## src/logic/parse_pkg.sv

```systemverilog
`default_nettype none

package parse_pkg;

	////////////////////
	// bank memory geometry
	////////////////////
	localparam int n_banks = 16; // four groups of four
	localparam int bank_w = 128;
	localparam int byte_w = 8;
	localparam int addr_w = 9;
	localparam int half_base = 64; // upper half of a bank
	localparam int n_slices = bank_w / byte_w;

	typedef logic [bank_w-1:0] bank_word_t;
	typedef logic [addr_w-1:0] bank_addr_t;
	typedef logic [byte_w-1:0] lane_t;
	typedef logic [n_banks-1:0] cs_t; // bit i enables bank i

	////////////////////
	// sequencer state
	////////////////////
	typedef enum logic [2:0] {
		idle,
		row_first, // top edge padded
		row_odd,
		row_even,
		row_last, // bottom edge padded
		col_end // pause between rows
	} row_kind_t;

endpackage

`default_nettype wire

```

## src/logic/window_ctrl_if.sv

```systemverilog
`timescale 1ns/1ps
`default_nettype none

interface window_ctrl_if;
	import parse_pkg::*;

	row_kind_t kind;
	logic first_col; // left edge
	logic last_col; // right edge
	logic col_toggle; // bank rotation within a group
	logic slice_en;
	logic [$clog2(n_slices)-1:0] slice_idx; // byte within bank word

	modport producer (
		output kind,
		output first_col,
		output last_col,
		output col_toggle,
		output slice_en,
		output slice_idx
	);

	modport consumer (
		input kind,
		input first_col,
		input last_col,
		input col_toggle,
		input slice_en,
		input slice_idx
	);

endinterface

`default_nettype wire

```

## src/logic/window_sequencer.sv

```systemverilog
`timescale 1ns/1ps
`default_nettype none

module window_sequencer #(
	parameter int n_cols = 64,
	parameter int n_rows = 64,
	parameter int window_delay = 36,
	parameter int col_sync = 63
) (
	input logic clk,
	input logic rstn,
	input logic start,
	output parse_pkg::cs_t bank_cs,
	output parse_pkg::bank_addr_t bank_addr [parse_pkg::n_banks],
	window_ctrl_if.producer ctrl
);
	import parse_pkg::*;

	localparam int col_w = (n_cols > 1) ? $clog2(n_cols) : 1;
	localparam int row_w = (n_rows < 8) ? 3 : $clog2(n_rows + 1); // bit 2 always present
	localparam int cnt_w = $clog2(window_delay + 1);
	localparam int sync_w = $clog2(col_sync + 1);
	localparam int idx_w = $clog2(n_slices);
	localparam int slice_base = window_delay - n_slices + 1; // first sliced count

	row_kind_t state;
	row_kind_t state_nxt;
	logic [row_w-1:0] row;
	logic [row_w-1:0] row_nxt;
	logic [col_w-1:0] col;
	logic [cnt_w-1:0] cnt;
	logic [sync_w-1:0] sync_cnt;
	logic col_toggle;
	logic in_row;
	logic col_step;
	logic row_done;
	logic sync_done;
	logic slice_en;

	// half of group g while row r is read
	function automatic bank_addr_t half_of(input logic [row_w-1:0] r, input int g);
		logic [row_w-1:0] s;
		s = r + row_w'(g);
		return s[2] ? bank_addr_t'(half_base) : '0;
	endfunction

	assign in_row = state inside {row_first, row_odd, row_even, row_last};
	assign col_step = start && in_row && (cnt == cnt_w'(window_delay));
	assign row_done = col_step && (col == col_w'(n_cols - 1));
	assign sync_done = start && (state == col_end) && (sync_cnt == sync_w'(col_sync - 1));
	assign row_nxt = row + 1'b1;

	////////////////////
	// FSM
	////////////////////
	always_ff @(posedge clk or negedge rstn) begin
		if (!rstn) begin
			state <= idle;
		end else begin
			state <= state_nxt;
		end
	end

	always_comb begin
		state_nxt = state;
		case (state)
			idle: begin
				if (start) begin
					state_nxt = row_first;
				end
			end
			col_end: begin
				if (sync_done) begin
					if (row == row_w'(n_rows)) begin
						state_nxt = idle; // frame done
					end else if (row == row_w'(n_rows - 1)) begin
						state_nxt = row_last;
					end else if (row[0]) begin
						state_nxt = row_odd;
					end else begin
						state_nxt = row_even;
					end
				end
			end
			default: begin
				if (row_done) begin
					state_nxt = col_end;
				end
			end
		endcase
	end

	////////////////////
	// position counters
	////////////////////
	always_ff @(posedge clk or negedge rstn) begin
		if (!rstn) begin
			row <= '0;
			col <= '0;
			cnt <= '0;
			col_toggle <= 1'b0;
		end else if (state == idle) begin
			row <= '0;
		end else if (start && in_row) begin
			if (row_done) begin
				cnt <= '0;
				col <= '0;
				col_toggle <= 1'b0;
				row <= row_nxt;
			end else if (col_step) begin
				cnt <= '0;
				col <= col + 1'b1;
				col_toggle <= ~col_toggle;
			end else begin
				cnt <= cnt + 1'b1;
			end
		end
	end

	always_ff @(posedge clk or negedge rstn) begin
		if (!rstn) begin
			sync_cnt <= '0;
		end else if (start && (state == col_end)) begin
			sync_cnt <= sync_done ? '0 : sync_cnt + 1'b1;
		end
	end

	////////////////////
	// bank addresses
	////////////////////
	always_ff @(posedge clk or negedge rstn) begin
		if (!rstn) begin
			for (int i = 0; i < n_banks; i++) begin
				bank_addr[i] <= '0;
			end
		end else if (state == idle) begin
			for (int i = 0; i < n_banks; i++) begin
				bank_addr[i] <= '0; // row 0 sits in the lower halves
			end
		end else if (row_done) begin
			for (int i = 0; i < n_banks; i++) begin
				bank_addr[i] <= half_of(row_nxt, i / 4);
			end
		end else if (col_step) begin
			for (int i = 0; i < n_banks; i++) begin
				if (((i % 4) < 2) == col_toggle) begin
					bank_addr[i] <= bank_addr[i] + 1'b1; // pairs advance in turn
				end
			end
		end
	end

	always_comb begin
		bank_cs = '0;
		if (in_row) begin
			bank_cs = '1;
			if (state == row_first) begin
				bank_cs[n_banks-1 -: 4] = '0; // group 3
			end
			if (state == row_last) begin
				bank_cs[3:0] = '0; // group 0
			end
			if (col == '0) begin
				for (int g = 0; g < n_banks / 4; g++) begin
					bank_cs[4*g+3] = 1'b0;
				end
			end
		end
	end

	assign slice_en = in_row && (cnt >= cnt_w'(slice_base));

	assign ctrl.kind = state;
	assign ctrl.first_col = (col == '0);
	assign ctrl.last_col = (col == col_w'(n_cols - 1));
	assign ctrl.col_toggle = col_toggle;
	assign ctrl.slice_en = slice_en;
	assign ctrl.slice_idx = slice_en ? idx_w'(cnt - cnt_w'(slice_base)) : '0;

endmodule

`default_nettype wire

```

## src/flat_wrapper.sv

```systemverilog
// flat-port wrapper written by rule: the top's interface ports become plain ports
module window_sequencer_flat import parse_pkg::*;
#(
	parameter int n_cols = 64,
	parameter int n_rows = 64,
	parameter int window_delay = 36,
	parameter int col_sync = 63
)
  (clk, rstn, start, bank_cs, bank_addr, ctrl_kind, ctrl_first_col, ctrl_last_col, ctrl_col_toggle, ctrl_slice_en, ctrl_slice_idx);
  window_ctrl_if ctrl_i ();
  input logic clk;
  input logic rstn;
  input logic start;
  output parse_pkg::cs_t bank_cs;
  output parse_pkg::bank_addr_t bank_addr[parse_pkg::n_banks];
  output wire logic [$bits(ctrl_i.kind)-1:0] ctrl_kind;
  output wire logic [$bits(ctrl_i.first_col)-1:0] ctrl_first_col;
  output wire logic [$bits(ctrl_i.last_col)-1:0] ctrl_last_col;
  output wire logic [$bits(ctrl_i.col_toggle)-1:0] ctrl_col_toggle;
  output wire logic [$bits(ctrl_i.slice_en)-1:0] ctrl_slice_en;
  output wire logic [$bits(ctrl_i.slice_idx)-1:0] ctrl_slice_idx;
  assign ctrl_kind = ctrl_i.kind;
  assign ctrl_first_col = ctrl_i.first_col;
  assign ctrl_last_col = ctrl_i.last_col;
  assign ctrl_col_toggle = ctrl_i.col_toggle;
  assign ctrl_slice_en = ctrl_i.slice_en;
  assign ctrl_slice_idx = ctrl_i.slice_idx;
  window_sequencer #(.n_cols(n_cols), .n_rows(n_rows), .window_delay(window_delay), .col_sync(col_sync)) u_core (.clk(clk), .rstn(rstn), .start(start), .bank_cs(bank_cs), .bank_addr(bank_addr), .ctrl(ctrl_i));
endmodule
```

## config.mk

```make
export PLATFORM = sky130hd
export DESIGN_NAME = window_sequencer_flat
export DESIGN_NICKNAME = d
export VERILOG_FILES = /design/src/logic/parse_pkg.sv /design/src/logic/window_ctrl_if.sv /design/src/logic/window_sequencer.sv /design/src/flat_wrapper.sv
export SDC_FILE = /design/constraint.sdc
export NUM_CORES = 1
export LEC_CHECK = 0
export BUFFER_PORTS_ARGS = -buffer_cell sky130_fd_sc_hd__buf_2
export CAP_MARGIN = 20
export CORE_ASPECT_RATIO = 1.4
export CORE_MARGIN = 1
export CORE_UTILIZATION = 24
export DETAILED_ROUTE_END_ITERATION = 16
export PLACE_DENSITY = 0.49
export SETUP_SLACK_MARGIN = 0.3
export SLEW_MARGIN = 25
export SYNTH_ARGS = -nofsm -noshare
export SYNTH_HDL_FRONTEND = slang
export SYNTH_SLANG_ARGS = --single-unit
```

## constraint.sdc

```tcl
create_clock -name clk -period 4.55 [get_ports clk]
set_input_delay 0.6825 -clock clk [delete_from_list [all_inputs] [get_ports clk]]
set_output_delay 0.6825 -clock clk [all_outputs]
set_load 0.005 [all_outputs]
```

# ---- Yosys cells after proc, flatten, opt, wreduce, memory -nomap -nowiden
# Cells that the tools add are included.
dict set report op_classes {
  addsub 24
  n_lt_le_gt_ge 1
  eq_ne 13
  muxes 47
  n_bitwise 2
  reduce_logical 21
}
# op count
set op_table {}
lappend op_table {{$mux 144} 3}
lappend op_table {{$add 9x1->9 const B} 16}
lappend op_table {{$mux 9} 16}
lappend op_table {{$mux 7} 7}
lappend op_table {{$mux 6} 5}
lappend op_table {{$add 6x1->6 const B} 3}
lappend op_table {{$eq 6x6->1 const B} 3}
lappend op_table {{$mux 16} 1}
lappend op_table {{$mux 3} 5}
lappend op_table {{$mux 4} 3}
lappend op_table {{$reduce_bool 3->1} 3}
lappend op_table {{$reduce_and 2->1} 4}
lappend op_table {{$add 7x1->7 const B} 1}
lappend op_table {{$eq 7x6->1 const B} 1}
lappend op_table {{$eq 7x7->1 const B} 1}
lappend op_table {{$add 3x2->3 const B} 2}
lappend op_table {{$eq 3x2->1 const B} 2}
lappend op_table {{$eq 3x3->1 const B} 2}
lappend op_table {{$ge 6x5->1 const B} 1}
lappend op_table {{$logic_and 1x1->1} 6}
lappend op_table {{$logic_not 6->1} 1}
lappend op_table {{$mux 1} 6}
lappend op_table {{$pmux 3 s2} 1}
lappend op_table {{$reduce_and 3->1} 2}
lappend op_table {{10 further kinds} 13}
dict set report totals {
  reg_bits 173
  in_bits 3
  output_inout_bits 171
}

# ---- Longest topological paths before layout
dict set report depth {
  word_depth 8
  ltp_mapped 10
  mapped_depth_nobuf 7
}

# ---- Worst setup path before layout
# No wires, ideal clock.
dict set report synth_timing {
  kind {register -> register}
  startpoint {register u_core.cnt[0]}
  endpoint {register u_core.bank_addr[127] (netlist name)}
  setup_ps 132
  arrival_ps 2132
  path_slack_ps 2286
  path_stages_with_launch 10
  path_buffers 2
  synth_period_minus_slack_ps 2264
  cell_sequence {dfrtp_1 > inv_1 > ha_1 > and4bb_2 > nor4b_4 > buf_2 > buf_2 > nand2_1 > a22oi_1 > nor2_1}
}
dict set report synth_via {
  elab_chain_len 5
  word_cells_on_any_way 8
}
# item line
set synth_lines {}
lappend synth_lines {{from (decl)} window_sequencer.sv:31} ;# logic [cnt_w-1:0] cnt;
lappend synth_lines {{from (signal assigned)} window_sequencer.sv:115} ;# cnt <= cnt + 1'b1;
lappend synth_lines {{$eq 6x6->1 (*)} window_sequencer.sv:48} ;# assign col_step = start && in_row && (cnt == cnt_w'(window_delay));
lappend synth_lines {{$logic_and 1x1->1 (*)} window_sequencer.sv:48}
lappend synth_lines {{$logic_and 1x1->1} window_sequencer.sv:49} ;# assign row_done = col_step && (col == col_w'(n_cols - 1));
lappend synth_lines {{$reduce_bool 3->1 (no line) or $mux 144 (tied branches)} -}
lappend synth_lines {{$reduce_and 2->1 (no line) or $mux 144 (tied branches)} -}
lappend synth_lines {{to (signal, indexed assignment)} window_sequencer.sv:142} ;# bank_addr[i] <= half_of(row_nxt, i / 4);
lappend synth_lines {{to (signal, indexed assignment)} window_sequencer.sv:147} ;# bank_addr[i] <= bank_addr[i] + 1'b1;
lappend synth_lines {{to (decl)} window_sequencer.sv:14} ;# output parse_pkg::bank_addr_t bank_addr [parse_pkg::n_banks],
# Mark *: on every way between the ends. The rest lies on a longest branch, timed or not.
# A chain may end at the register's enable or synchronous reset.

# ---- Worst setup path after layout
dict set report layout_timing {
  startpoint {register u_core.state[2] (netlist: u_core.ctrl.kind[2])}
  endpoint {output port ctrl_slice_idx[2]}
}
dict set report layout_via {
  elab_chain_len 4
  word_cells_on_any_way 7
}
# item line
set layout_lines {}
lappend layout_lines {{from (decl)} window_sequencer.sv:26} ;# row_kind_t state;
lappend layout_lines {{from (signal assigned)} window_sequencer.sv:58} ;# state <= idle;
lappend layout_lines {{from (signal assigned)} window_sequencer.sv:60} ;# state <= state_nxt;
lappend layout_lines {{$eq 3x1->1, or another cell as far along} window_sequencer.sv:47} ;# assign in_row = state inside {row_first, row_odd, row_even, row_last};
lappend layout_lines {{$reduce_bool 4->1 (*)} window_sequencer.sv:47}
lappend layout_lines {{$logic_and 1x1->1 (*)} window_sequencer.sv:171} ;# assign slice_en = in_row && (cnt >= cnt_w'(slice_base));
lappend layout_lines {{$mux 4 (*)} window_sequencer.sv:178} ;# assign ctrl.slice_idx = slice_en ? idx_w'(cnt - cnt_w'(slice_base)) : '0;
lappend layout_lines {{to (decl)} flat_wrapper.sv:21} ;# output wire logic [$bits(ctrl_i.slice_idx)-1:0] ctrl_slice_idx;
# Marked as above.

==> flow_summary_export.csv <==
group,metric,value,unit
run_status,status,"finished clean",
logic_synthesis,synthTopCellsByArea,"dfrtp_1 (47%), o21ai_0 (6.1%), nand2_1 (3.9%)",
sta,fin_skew,0.01041,ns
pwr,p_sw,1002,uW
finish,drive_above_1_share,0.2136,
pwr,switching_share,0.2828,
die,initial_utilization,0.2430,
logic_synthesis,synth-edff-count,0,
pwr,p_seq_frac,0.464,
logic_synthesis,mappedNetlistNets,1011,
die,die_w,166.7,um
critical_path,setup.worst_path.start_class,"flip-flop",
global_route,grt_pass1_vias,7920,
detailed_routing,wl_per_cell,18.29,um
finish,n_fill_cell,3938,
critical_path,cp.required,3.87,ns
clock_network,htree_levels,4,
logic_synthesis,synth-seq-area-share,0.4748,
clock_network,clkTransAtPathRegs,0.07,ns
critical_path,timing.rr.start,"u_core.cnt[0]",
sta,rsz0062_at_grt,"false",
pwr,p_leak,0.005587,uW
clock_network,hold_buffers,0,
critical_path,r2r_end,"u_core.bank_addr[98]",
detailed_routing,top_layer,"met4",
global_route,grt_max_degree,72,
pwr,peakVddDrop,0.2248,mV
sta,drv_slew,0,
sta,hold_violations,0,
pwr,clockPowerShare,0.426,
critical_path,endpoint_kind,"output pin",
sta,period_share,0.6693,
die,rows,84,
clock_network,cts_made_buffers,17,
detailed_routing,first_iter_violations,415,
clock_network,cts_num_sinks,173,
die,design.die.area,38780,um^2
placement,portBuffers,173,
sta,tightest_slew,0.9946,ns
logic_synthesis,synthDistinctLibCells,60,
global_route,grtUsageTotal,0.1569,
pwr,combPwrFrac,0.111,
detailed_routing,dr.pass1.iters,4,
placement,dpl_cell_area,10500,um^2
pwr,power_density,319.0,nW/um^2
finish,nets,1165,
detailed_routing,wirelength_met1,13010,um
sta,fmax,328.4,MHz
logic_synthesis,synth_largest_area_cell,"dfrtp_1",
die,die_h,232.6,um
detailed_routing,wirelength,29620,um
detailed_routing,wl_met3,1114,um
clock_network,clockBufferDepth,2,
detailed_routing,postRouteAntennaNets,0,
worst_hold_path,hold_path_class,"input port to async pin",
logic_synthesis,netlist_area,9117,um^2
clock_network,clock-root-buffer,"clkbuf_16",
critical_path,r2r_setup_slack,1.52,ns
finish,final_common_cell,"dfrtp_1",
logic_synthesis,syn_inst,980,
critical_path,critPathKind,"flip-flop to output pin",
logic_synthesis,ys.flop_type,"dfrtp_1",
detailed_routing,drc_errors,0,
logic_synthesis,ys_async_sr_fraction,1.000,
finish,layout_common_cells,"dfrtp_1 (173), buf_2 (172), o21ai_0 (111), nand2_1 (95), nand3_1 (64)",
global_route,grt_first_pass_wirelength,46930,um
critical_path,reg2reg_depth,9,
critical_path,critPathArrivalTime,2.36,ns
logic_synthesis,syn_area_per_cell,9.304,um^2
die,ios,174,
logic_synthesis,synth_top_area_frac,0.4748,
finish,final_area,11110,um^2
placement,hpwl,20220,um
detailed_routing,viasPerCell,5.031,
global_route,antenna_found_initial,0,
detailed_routing,met2_length,14850,um
clock_network,cts_tree,"yes",
job,max_cap_viol_count,0,
sta,worst_slew_margin_rel,0.3370,
clock_network,post_cts_resized,0,
sta,setup_viol,0,
global_route,grt_overflow,0,
pwr,power.internal,2542,uW
die,fp.coreArea,37520,um^2
clock_network,worstSkewPairLatency,0.46,ns
detailed_routing,vias,8150,
critical_path,critPathMaxFanout,28,
logic_synthesis,ys_seq_elements,173,
finish,num_antenna_cells,0,
sta,min_period,3.045,ns
sta,tns,0,ns
logic_synthesis,ys_warn_count,0,
placement,gp_congestion,0.7784,
clock_network,cts_setup_buffers,0,
finish,area_delta_synth_final,21.86,%
layer usage:
| metal | global-route usage | up-vias |
|---|---|---|
| li1 | - | 3899 |
| met1 | 0.1950 | 4040 |
| met2 | 0.2673 | 180 |
| met3 | 0.02960 | 31 |
| met4 | 0.06163 | 0 |
| met5 | 0 | - |
area by class of cell:
cell class	instances	area (um^2)	area share
multi-input cells	718	4422	0.3980
well taps	473	591.8	0.05327
inverters	30	112.6	0.01014
clock inverters	13	137.6	0.01239
flip-flops and latches	173	4329	0.3896
clock buffers	19	442.9	0.03986
repair buffers	194	1075	0.09673
power groups by stage:
stage,clock [uW],sequential (uW),combinational (uW)
floorplan,0,1650,243
global placement,0,1670,390
detailed placement,0,1670,394
CTS,1560,1640,395
global route,1620,1650,447
finish,1510,1640,392
worst max-delay path by stage:
| stage | endpoint | from | cells after the start |
|---|---|---|---|
| final | ctrl_slice_idx[2] | u_core.ctrl.kind[2] | 6 |
| after global routing | ctrl_slice_idx[3] | u_core.ctrl.kind[2] | 6 |
| after CTS | ctrl_slice_idx[2] | u_core.ctrl.kind[2] | 6 |
| after detailed placement | u_core.bank_addr[98] | start | 8 |
| after global placement | u_core.bank_addr[107] | start | 8 |
| after floorplan | u_core.bank_addr[127] | u_core.cnt[0] | 9 |
worst max-delay path, cell delays in order, from the launching register on:
cell and delay [ns]:
dfrtp_1 0.56, nor3_4 0.08, buf_4 0.26, nor2_1 0.40, o21ai_0 0.30, nor2_1 0.18
buf_2 0.13
metrics by stage:
stage / setup slack, ns / hold slack (ns) / total power (uW) / cells / utilization
global route: 1.221 / 0.3216 / 3715 / 1620 / 0.2961
CTS: 1.439 / 0.2627 / 3599 / 1619 / 0.2954
detailed placement: 1.534 / 0.4711 / 2065 / 1587 / 0.2799
finish: 1.505 / 0.2339 / 3545 / 1620 / 0.2961
floorplan: 2.286 / 0.3869 / 1891 / 980 / -
global placement: 1.567 / 0.4598 / 2059 / 1587 / 0.2799
kinds of logic after synthesis:
group / Yosys count / synth area share
simple gates: 352 / 0.1998
mux: 10 / 0.01153
flops: 173 / 0.4748
xor+xnor: 16 / 0.01537
buf+inv: 89 / 0.04391
fa+ha+maj: 28 / 0.03843
compound gates: 312 / 0.2161
Yosys cell counts, drive strengths merged, types with 3 or more instances:
cell       n
nor3b     21
a2bb2oi    3
nand4      9
a22oi      5
o21ai    114
nand3     64
a31oi     25
nor3      14
a32o       4
a41oi     13
and3      37
or2        6
dfrtp    173
o31ai     10
o21bai     3
o211ai     3
clkbuf    28
a21o      27
buf       31
nor4       7
mux2       4
nand2b     7
nor2b      4
inv       29
xnor2     13
a21oi     58
or3       24
ha        28
nor2      51
nand2     95
xor2       3
a21boi     3
a211oi     8
o22ai      3
mux2i      6
or4        6
o211a     10
a22o      15
flip-flops by register name (all words and copies together), names as in the netlist:
signal and flops:
u_core.bank_addr 144, u_core.cnt 6, u_core.col 6, u_core.ctrl.col_toggle 1, u_core.ctrl.kind 3, u_core.row 7
u_core.sync_cnt 6
Power figures use the tool's default switching activity.
